--- src/rtl/dcache_defines.svh ---
`ifndef DCACHE_DEFINES_SVH
`define DCACHE_DEFINES_SVH

// Address and data word width
`define DC_WORD_BITS 32

// One line holds 16 bytes
`define DC_LINE_BITS 128
`define DC_OFFSET_BITS 4

// Direct mapped, so sets equal lines
`define DC_N_SETS 4
`define DC_SET_BITS 2

// Address bits above set and offset
`define DC_TAG_BITS 26

// Store buffer depth, also the largest pin count a line can hold
`define DC_SB_ENTRIES 4

// One outstanding fill per set at most
`define DC_MRQ_DEPTH 4

`endif

--- src/rtl/dcache_pkg.sv ---
`include "dcache_defines.svh"

package dcache_pkg;

    // Access size of a load probe or a committed store
    // Halfwords are not supported
    typedef enum logic {
        SIZE_BYTE = 1'b0,
        SIZE_WORD = 1'b1
    } mem_size_e;

    // Address or data word
    typedef logic [`DC_WORD_BITS-1:0] word_t;

    // Full cache line as moved to and from memory
    typedef logic [`DC_LINE_BITS-1:0] line_t;

endpackage

--- src/rtl/dcache_ifc.sv ---
`timescale 1ns/1ps

// Store buffer head towards the cache
// wenable is a level, the head is valid
// store_success at an edge writes the entry and pops it
interface sb_drain_if;
    import dcache_pkg::*;

    word_t     addr;
    word_t     value;
    mem_size_e size;
    logic      wenable;
    logic      store_success;

    modport producer (
        output addr, value, size, wenable,
        input  store_success
    );

    modport consumer (
        input  addr, value, size, wenable,
        output store_success
    );
endinterface

// Line requests from the cache and in-order line returns from the port
interface line_fill_if;
    import dcache_pkg::*;

    // One-cycle request strobe with the line address
    logic  req;
    word_t req_addr;

    // One-cycle response for the oldest request
    logic  res;
    word_t res_addr;
    line_t res_data;

    modport cache (output req, req_addr, input res, res_addr, res_data);
    modport port  (input req, req_addr, output res, res_addr, res_data);
endinterface

--- src/rtl/store_buffer.sv ---
`timescale 1ns/1ps
`include "dcache_defines.svh"

module store_buffer #(
    parameter int DEPTH = `DC_SB_ENTRIES
) (
    input  logic                  clk,
    input  logic                  rst,
    input  logic                  commit,
    input  dcache_pkg::word_t     commit_addr,
    input  dcache_pkg::word_t     commit_value,
    input  dcache_pkg::mem_size_e commit_size,
    output logic                  sb_full,
    output logic                  sb_empty,
    sb_drain_if.producer          drain
);
    import dcache_pkg::*;

    localparam int PTR_W = (DEPTH > 1) ? $clog2(DEPTH) : 1;
    localparam int CNT_W = $clog2(DEPTH + 1);

    // Entry storage, in program order
    word_t     addr_q  [DEPTH];
    word_t     value_q [DEPTH];
    mem_size_e size_q  [DEPTH];

    // Read and write pointers plus occupancy
    logic [PTR_W-1:0] head;
    logic [PTR_W-1:0] tail;
    logic [CNT_W-1:0] count;

    logic push;
    logic pop;

    // A commit while full is lost, the pipeline must watch sb_full
    assign push = commit && !sb_full;
    // Cache accepted the head this cycle
    assign pop  = drain.wenable && drain.store_success;

    assign sb_full  = (count == CNT_W'(DEPTH));
    assign sb_empty = (count == '0);

    // Head entry is always offered to the cache
    assign drain.addr    = addr_q[head];
    assign drain.value   = value_q[head];
    assign drain.size    = size_q[head];
    assign drain.wenable = !sb_empty;

    // Pointers and count
    always_ff @(posedge clk) begin
        if (rst) begin
            head  <= '0;
            tail  <= '0;
            count <= '0;
        end else begin
            if (push) begin
                // wrap at DEPTH, which need not be a power of two
                tail <= (tail == PTR_W'(DEPTH - 1)) ? '0 : tail + 1'b1;
            end
            if (pop) begin
                head <= (head == PTR_W'(DEPTH - 1)) ? '0 : head + 1'b1;
            end
            case ({push, pop})
                2'b10: count <= count + 1'b1;
                2'b01: count <= count - 1'b1;
                default: count <= count;
            endcase
        end
    end

    // Entry payload
    always_ff @(posedge clk) begin
        if (push) begin
            addr_q[tail]  <= commit_addr;
            value_q[tail] <= commit_value;
            size_q[tail]  <= commit_size;
        end
    end

endmodule

--- src/rtl/dcache.sv ---
`timescale 1ns/1ps
`include "dcache_defines.svh"

module dcache (
    input  logic                  clk,
    input  logic                  rst,
    input  logic                  valid,
    input  dcache_pkg::word_t     addr,
    input  dcache_pkg::mem_size_e load_size,
    input  logic                  store,
    output logic                  hit,
    output logic                  store_stall,
    output dcache_pkg::word_t     read_data,
    sb_drain_if.consumer          drain,
    line_fill_if.cache            fill,
    output logic                  evict,
    output dcache_pkg::word_t     evict_addr,
    output dcache_pkg::line_t     evict_data
);
    import dcache_pkg::*;

    localparam int N     = `DC_N_SETS;
    localparam int OFF_W = `DC_OFFSET_BITS;
    localparam int SET_W = `DC_SET_BITS;
    localparam int TAG_W = `DC_TAG_BITS;
    // Counter must reach the full store buffer depth
    localparam int PIN_W = $clog2(`DC_SB_ENTRIES + 1);

    // Line state per set
    logic [TAG_W-1:0] tags    [N];
    line_t            data    [N];
    logic [N-1:0]     dirty;
    logic [PIN_W-1:0] pin_cnt [N];

    // Outstanding miss per set, with pins from early stores
    logic [N-1:0]     mrq_present;
    logic [TAG_W-1:0] mrq_tag [N];
    logic [PIN_W-1:0] mrq_pin [N];

    // Probe address fields
    logic [OFF_W-1:0] pr_off;
    logic [SET_W-1:0] pr_set;
    logic [TAG_W-1:0] pr_tag;
    // Store buffer head fields
    logic [OFF_W-1:0] sb_off;
    logic [SET_W-1:0] sb_set;
    logic [TAG_W-1:0] sb_tag;
    // Returning line fields
    logic [SET_W-1:0] res_set;
    logic [TAG_W-1:0] res_tag;

    logic       req;
    logic       mrq_match;
    logic       res_ok;
    logic       drain_ok;
    logic [N-1:0] pin_inc;
    logic [N-1:0] pin_dec;
    logic [N-1:0] mrq_inc;

    line_t      probe_line;
    logic [7:0] load_byte;
    line_t      merged;

    assign pr_off  = addr[OFF_W-1:0];
    assign pr_set  = addr[OFF_W +: SET_W];
    assign pr_tag  = addr[`DC_WORD_BITS-1 -: TAG_W];
    assign sb_off  = drain.addr[OFF_W-1:0];
    assign sb_set  = drain.addr[OFF_W +: SET_W];
    assign sb_tag  = drain.addr[`DC_WORD_BITS-1 -: TAG_W];
    assign res_set = fill.res_addr[OFF_W +: SET_W];
    assign res_tag = fill.res_addr[`DC_WORD_BITS-1 -: TAG_W];

    // No valid bit, any tag match is a hit
    assign hit = valid && (tags[pr_set] == pr_tag);

    // Fill only when the set is free of pins and of an outstanding miss
    assign req = valid && !hit && (pin_cnt[pr_set] == '0) && !mrq_present[pr_set];
    assign fill.req      = req;
    assign fill.req_addr = {pr_tag, pr_set, {OFF_W{1'b0}}};

    // Probe tag already on its way from memory
    assign mrq_match = mrq_present[pr_set] && (mrq_tag[pr_set] == pr_tag);

    // A store goes ahead if it can pin the present line, the outstanding
    // miss, or a miss it starts now; a hit on a line about to be replaced
    // waits as well
    assign store_stall = valid && store &&
        !((hit && !mrq_present[pr_set]) || req || mrq_match);

    // Response always belongs to a tracked miss
    assign res_ok = fill.res && mrq_present[res_set];

    // Drain blocked during a fill, and waits for its line otherwise
    assign drain_ok = drain.wenable && !fill.res && (tags[sb_set] == sb_tag);
    assign drain.store_success = drain_ok;

    // Dirty victim leaves in the same cycle its replacement arrives
    assign evict      = res_ok && dirty[res_set];
    assign evict_addr = {tags[res_set], res_set, {OFF_W{1'b0}}};
    assign evict_data = data[res_set];

    // Load extraction, byte is sign extended, word is aligned
    always_comb begin
        probe_line = data[pr_set];
        load_byte  = probe_line[{pr_off, 3'b000} +: 8];
        if (load_size == SIZE_BYTE) begin
            read_data = {{(`DC_WORD_BITS - 8){load_byte[7]}}, load_byte};
        end else begin
            read_data = probe_line[{pr_off[OFF_W-1:2], 5'b00000} +: `DC_WORD_BITS];
        end
    end

    // Merge the head store into its line
    always_comb begin
        merged = data[sb_set];
        if (drain.size == SIZE_BYTE) begin
            merged[{sb_off, 3'b000} +: 8] = drain.value[7:0];
        end else begin
            merged[{sb_off[OFF_W-1:2], 5'b00000} +: `DC_WORD_BITS] = drain.value;
        end
    end

    // Per-set pin events this cycle
    always_comb begin
        pin_inc = '0;
        pin_dec = '0;
        mrq_inc = '0;
        pin_inc[pr_set] = valid && store && hit && !mrq_present[pr_set];
        mrq_inc[pr_set] = valid && store && mrq_match;
        pin_dec[sb_set] = drain_ok;
    end

    // Control state
    always_ff @(posedge clk) begin
        if (rst) begin
            for (int s = 0; s < N; s++) begin
                // all ones keeps low addresses from hitting before a fill
                tags[s]        <= '1;
                dirty[s]       <= 1'b0;
                pin_cnt[s]     <= '0;
                mrq_present[s] <= 1'b0;
                mrq_tag[s]     <= '0;
                mrq_pin[s]     <= '0;
            end
        end else begin
            for (int s = 0; s < N; s++) begin
                if (res_ok && (res_set == SET_W'(s))) begin
                    // New line installs clean and takes over the miss pins
                    tags[s]        <= res_tag;
                    dirty[s]       <= 1'b0;
                    pin_cnt[s]     <= mrq_pin[s] + PIN_W'(mrq_inc[s]);
                    mrq_present[s] <= 1'b0;
                end else begin
                    if (pin_dec[s]) begin
                        dirty[s] <= 1'b1;
                    end
                    pin_cnt[s] <= pin_cnt[s] + PIN_W'(pin_inc[s]) - PIN_W'(pin_dec[s]);
                end

                // Open a miss, a store opens it already pinned once
                if (req && (pr_set == SET_W'(s))) begin
                    mrq_present[s] <= 1'b1;
                    mrq_tag[s]     <= pr_tag;
                    mrq_pin[s]     <= PIN_W'(store);
                end else if (mrq_inc[s]) begin
                    mrq_pin[s] <= mrq_pin[s] + 1'b1;
                end
            end
        end
    end

    // Line data, written by a fill or by a drained store
    always_ff @(posedge clk) begin
        if (res_ok) begin
            data[res_set] <= fill.res_data;
        end else if (drain_ok) begin
            data[sb_set] <= merged;
        end
    end

endmodule

--- src/rtl/mem_port.sv ---
`timescale 1ns/1ps
`include "dcache_defines.svh"

module mem_port #(
    parameter int QUEUE_DEPTH = `DC_MRQ_DEPTH
) (
    input  logic              clk,
    input  logic              rst,
    line_fill_if.port         fill,
    input  logic              evict,
    input  dcache_pkg::word_t evict_addr,
    input  dcache_pkg::line_t evict_data,
    output logic              rd_req,
    output dcache_pkg::word_t rd_addr,
    input  logic              rd_valid,
    input  dcache_pkg::line_t rd_data,
    output logic              wr_en,
    output dcache_pkg::word_t wr_addr,
    output dcache_pkg::line_t wr_data
);
    import dcache_pkg::*;

    localparam int PTR_W = (QUEUE_DEPTH > 1) ? $clog2(QUEUE_DEPTH) : 1;

    // Addresses of requests still waiting for data, oldest at head
    word_t            addr_q [QUEUE_DEPTH];
    logic [PTR_W-1:0] q_head;
    logic [PTR_W-1:0] q_tail;

    // One register stage between cache request and memory
    always_ff @(posedge clk) begin
        if (rst) begin
            rd_req <= 1'b0;
        end else begin
            rd_req <= fill.req;
        end
    end

    always_ff @(posedge clk) begin
        rd_addr <= fill.req_addr;
        if (fill.req) begin
            addr_q[q_tail] <= fill.req_addr;
        end
    end

    // Queue pointers, never more in flight than sets
    always_ff @(posedge clk) begin
        if (rst) begin
            q_head <= '0;
            q_tail <= '0;
        end else begin
            if (fill.req) begin
                q_tail <= (q_tail == PTR_W'(QUEUE_DEPTH - 1)) ? '0 : q_tail + 1'b1;
            end
            if (rd_valid) begin
                q_head <= (q_head == PTR_W'(QUEUE_DEPTH - 1)) ? '0 : q_head + 1'b1;
            end
        end
    end

    // Memory answers in order, so data pairs with the head address
    assign fill.res      = rd_valid;
    assign fill.res_addr = addr_q[q_head];
    assign fill.res_data = rd_data;

    // Write-back goes out unregistered
    assign wr_en   = evict;
    assign wr_addr = evict_addr;
    assign wr_data = evict_data;

endmodule

--- src/rtl/dcache_top.sv ---
`timescale 1ns/1ps
`include "dcache_defines.svh"

module dcache_top (
    input  logic                  clk,
    input  logic                  rst,
    // Probe from the memory stage
    input  logic                  valid,
    input  dcache_pkg::word_t     addr,
    input  dcache_pkg::mem_size_e load_size,
    input  logic                  store,
    output logic                  hit,
    output logic                  store_stall,
    output dcache_pkg::word_t     read_data,
    // Committed stores
    input  logic                  commit,
    input  dcache_pkg::word_t     commit_addr,
    input  dcache_pkg::word_t     commit_value,
    input  dcache_pkg::mem_size_e commit_size,
    output logic                  sb_full,
    output logic                  sb_empty,
    // External memory
    output logic                  rd_req,
    output dcache_pkg::word_t     rd_addr,
    input  logic                  rd_valid,
    input  dcache_pkg::line_t     rd_data,
    output logic                  wr_en,
    output dcache_pkg::word_t     wr_addr,
    output dcache_pkg::line_t     wr_data
);
    import dcache_pkg::*;

    sb_drain_if  drain_bus ();
    line_fill_if fill_bus ();

    // Victim line towards the memory port
    logic  evict;
    word_t evict_addr;
    line_t evict_data;

    store_buffer #(
        .DEPTH (`DC_SB_ENTRIES)
    ) u_store_buffer (
        .clk          (clk),
        .rst          (rst),
        .commit       (commit),
        .commit_addr  (commit_addr),
        .commit_value (commit_value),
        .commit_size  (commit_size),
        .sb_full      (sb_full),
        .sb_empty     (sb_empty),
        .drain        (drain_bus.producer)
    );

    dcache u_dcache (
        .clk         (clk),
        .rst         (rst),
        .valid       (valid),
        .addr        (addr),
        .load_size   (load_size),
        .store       (store),
        .hit         (hit),
        .store_stall (store_stall),
        .read_data   (read_data),
        .drain       (drain_bus.consumer),
        .fill        (fill_bus.cache),
        .evict       (evict),
        .evict_addr  (evict_addr),
        .evict_data  (evict_data)
    );

    mem_port #(
        .QUEUE_DEPTH (`DC_MRQ_DEPTH)
    ) u_mem_port (
        .clk        (clk),
        .rst        (rst),
        .fill       (fill_bus.port),
        .evict      (evict),
        .evict_addr (evict_addr),
        .evict_data (evict_data),
        .rd_req     (rd_req),
        .rd_addr    (rd_addr),
        .rd_valid   (rd_valid),
        .rd_data    (rd_data),
        .wr_en      (wr_en),
        .wr_addr    (wr_addr),
        .wr_data    (wr_data)
    );

endmodule

--- config.mk ---
export PLATFORM = sky130hd
export DESIGN_NAME = dcache_top
export DESIGN_NICKNAME = d
export VERILOG_FILES = /design/src/rtl/dcache_pkg.sv /design/src/rtl/dcache_ifc.sv /design/src/rtl/store_buffer.sv /design/src/rtl/dcache.sv /design/src/rtl/mem_port.sv /design/src/rtl/dcache_top.sv
export VERILOG_INCLUDE_DIRS = /design/src /design/src/rtl
export SDC_FILE = /design/constraint.sdc
export NUM_CORES = 2
export LEC_CHECK = 0
export CELL_PAD_IN_SITES_DETAIL_PLACEMENT = 1
export CELL_PAD_IN_SITES_GLOBAL_PLACEMENT = 2
export CORE_ASPECT_RATIO = 1.1
export CORE_MARGIN = 4
export CORE_UTILIZATION = 30
export CTS_CLUSTER_SIZE = 14
export DETAILED_ROUTE_END_ITERATION = 8
export DONT_BUFFER_PORTS = 1
export PLACE_DENSITY = 0.66
export SLEW_MARGIN = 20
export SYNTH_ARGS = -nofsm -noshare
export SYNTH_HDL_FRONTEND = slang
export SYNTH_SLANG_ARGS = --single-unit
--- constraint.sdc ---
create_clock -name clk -period 13.7 [get_ports clk]
set_clock_uncertainty 0.05 [all_clocks]
set_input_delay 0 -clock clk [delete_from_list [all_inputs] [get_ports clk]]
set_output_delay 0 -clock clk [all_outputs]
set_load 0.01 [all_outputs]
==> impl_results.md <==
* Total global-route track usage at 21.80%
* CTS tree: built
* Number of distinct library cells after synthesis at 80
* Die height at ~480 um
* Fmax at 144.6 MHz
* Max_cap viols at 0
* RSZ-0062 raised after global routing: false
* Part of the cycle the worst path needs at 50.49%
* Residual overflow from global routing at 0
* Highest cell delay on the worst timing path at 0.97 ns
* CTS resizes at 0
* CP max stage cell: mux4_4
* Core area at 197900 um2
* Outcome: complete, no violations
* Crit. End Element: register
* Final Non-Filler Cells at roughly 6600
* Fin crit period at 6.917 ns
* Ys flop type: edfxtp_1
* First-pass GRT wire length at roughly 320 mm
* Dominant cell type by area after synthesis: edfxtp_1
* Crit path cell chain: mux4_4, buf_4, mux2i_1, xnor2_1, a21oi_1, nand3_1, nor4_2, nand3_4, o31ai_4, buf_4, buf_4
* CP Class: register to register
* Hold Startpoint: addr[15]
* Cell Pwr Density at 123.7 nW/um2
* Site Rows at roughly 170
* Setup_tns at 0 ns
* Die area at 206900 um2
* EDFF count, synth at 1116
* Worst hold path cell count at 1
* Hold EP: u_mem_port.rd_addr[15]$_DFF_P_
* Mapped cell area at 59900 um2
* Synth warn at 0
* Max Root-Sink Buffers at 3
* Clock slew at reported path FFs at roughly 0.06 ns
* Cell mode on critical path: buf_4
* Clk Latency, worst-skew pair at 0.81 ns
* Critical R2R Capture: u_dcache.data[0][43]$_DFFE_PP_
* Die width at 434.0 um
* Post-cts hold buffer count at roughly 400
* Critical Path AT at between 7 and 8 ns
* Gpl congestion at 0.8306
* TritonRoute pass-1 iters at 5
* Slew margin rel. at 13.28%
* Syn Inst Count at between 3000 and 4000
* Hold Crit Class: input port to register
* Post-placement cell count at approximately 6000
* Syn Area/Cell at ~17 um2
* Layout cells sized above 1 at 26.19%
* Worst Max-Slew Pin Slew at 1.301 ns
* Buffers added on ports at 0
* CP max FO at 43
* # DRC at 0
* Startpoint Class: register
* CTS Buf Count at about 140
* Largest net degree at the start of global routing at about 190
* Clock sinks at 1168
* CTS root buffer: clkbuf_16
* CP required at 14.04 ns
* Top area cells in the synthesized netlist: edfxtp_1 56%, mux4_2 21%, mux2i_1 3.3%, a221oi_1 1.8%, dfxtp_1 1.7%
* Final WL at 230.7 mm
* Hold Fails Final Rpt at 0
* Initial antenna violation count at 41
* Fillers at 19796
* Final nets at 4169
* DR vias/cell at 5.685
* R2R cell count at 11
* Post-CTS Setup Inserts at 0
* Worst-case vdd ir drop at between 100 and 150 uV
* Ys async rst share at 0%
* H-tree levels at 4
* Yosys top cell area share at 55.95%
* Max Slew Vio Count at 0
* Detailed-route wire length per cell at 34.82 um
* Initial Util at a little under a third
* Remaining antenna violation count after routing at 0
* Vias post-DR at 37661
* Ports at 462
* Static leakage at 0.02290 uW
* Area growth syn-to-layout at 18.76%
* DRT iter0 DRCs at roughly 3800
* Overall power consumption at 8801 uW
* #FFs+latches synth at 1168
* Flop2flop setup slack at 6.78 ns
* Hold_ws at 0.06729 ns
* Final setup viols at 0
* Vias in the first global route at just under 40000
* Final HPWL DP at 146.5 mm
* Design Area, Final at 71140 um2
* Cell Area, Placed at 62580 um2
* Seq/Total Area, Yosys at 57.68%
[flip-flops by register name (all words and copies together) (netlist names), 28 cells and up, named ones only]
| name | flops |
|---|---|
| u_dcache.tags | 104 |
| u_store_buffer.addr_q | 128 |
| u_dcache.mrq_tag | 104 |
| u_dcache.data | 512 |
| u_mem_port.addr_q | 112 |
| u_mem_port.rd_addr | 28 |
| u_store_buffer.value_q | 128 |
[layout by cell type (no fill, tap or decap), types with 8 or more instances in the layout]
cell	netlist	layout
a21oi_1	149	149
a221oi_1	122	122
a22o_1	13	13
and2_1	114	106
and3_1	14	13
buf_4	16	51
clkbuf_1	185	27
clkbuf_16	0	146
clkinv_1	2	24
clkinv_2	0	23
conb_1	2	20
dfxtp_1	52	49
diode_2	0	28
dlygate4sd3_1	0	396
edfxtp_1	1116	1116
ha_1	37	37
inv_1	45	40
mux2_1	46	46
mux2_2	90	90
mux2i_1	200	200
mux4_2	569	565
nand2_1	167	167
nand2b_1	31	31
nand3_1	20	19
nand4_1	16	16
nor2_1	73	73
nor2b_1	10	10
nor3_1	28	27
nor4_1	9	8
o21ai_0	52	51
o22ai_1	13	13
or2_2	83	83
xnor2_1	83	83
xor2_1	9	9
[worst max-delay path by stage]
stage                                           to  slack, ns      from
floorplan            u_dcache.data[0][0]$_DFFE_PP_       0.54  register
global placement     u_dcache.data[0][4]$_DFFE_PP_       6.71  register
detailed placement  u_dcache.data[0][39]$_DFFE_PP_       6.69  register
CTS                 u_dcache.data[0][43]$_DFFE_PP_       6.66  register
global route        u_dcache.data[0][43]$_DFFE_PP_       6.30  register
finish              u_dcache.data[0][43]$_DFFE_PP_       6.78  register
[area by class of cell]
cell class                 instances  area (um2)  share of cell area (%)
tap                             2595        3247                   4.564
timing repair buffer             454        4487                   6.307
clock inverter                    71       678.2                  0.9533
clock buffer                     176        3796                   5.336
inverter                          48       180.2                  0.2533
multi-input combinational       2085       24120                   33.90
sequential                      1168       34560                   48.59
antenna                           28       70.07                 0.09850
[kinds of logic after synthesis]
group,count (synthesis),share of synthesized area (%)
flip-flops,1168,57.68
multiplexers,910,27.47
AND/OR/NAND/NOR,594,5.197
AO/OA/AOI/OAI,427,4.923
buffers and inverters,347,2.431
XOR/XNOR,92,1.345
adder cells (fa/ha/maj),42,0.9400
other,2,0.01254
[critical path, delay by kind of cell (launching register included)]
family	cells	cell delay, ns
buffers and inverters	3	2.26
multiplexers	2	1.36
AND/OR/NAND/NOR	3	0.95
flip-flops	1	0.81
AO/OA/AOI/OAI	2	0.78
XOR/XNOR	1	0.11
[stage by stage]
step / setup WS (ns) / util, %
floorplan: 0.5418 / -
global route: 6.296 / 35.92
detailed placement: 6.689 / 31.62
finish: 6.783 / 35.94
global placement: 6.708 / 31.62
CTS: 6.663 / 35.90
[metal layers]
metal  track usage, %  routed length [um]
met3            4.983               17750
met2            37.75              117000
met4            7.180                7857
met5                0                  30
met1            26.81               88000
[power breakdown]
part           internal [uW]  total, uW  switching, uW
Combinational            442       1130            687
Sequential              3990       4020           27.6
Clock                   2080       3650           1580
[Yosys cell counts (all sizes together), types with 5 or more instances]
cell type / number
edfxtp: 1116
mux4: 571
mux2i: 202
clkbuf: 185
nand2: 167
a21oi: 149
mux2: 137
a221oi: 122
and2: 114
buf: 114
or2: 83
xnor2: 83
nor2: 73
o21ai: 53
dfxtp: 52
inv: 46
ha: 37
nand2b: 31
nor3: 30
nand3: 20
nand4: 16
and3: 14
a22o: 13
o22ai: 13
nor2b: 10
nor4: 10
xor2: 9
a21o: 7
a31o: 7
o31ai: 7
a22oi: 6
nand3b: 6
fa: 5
o211ai: 5
o22a: 5
o41ai: 5
Power figures use the tool's default switching activity.
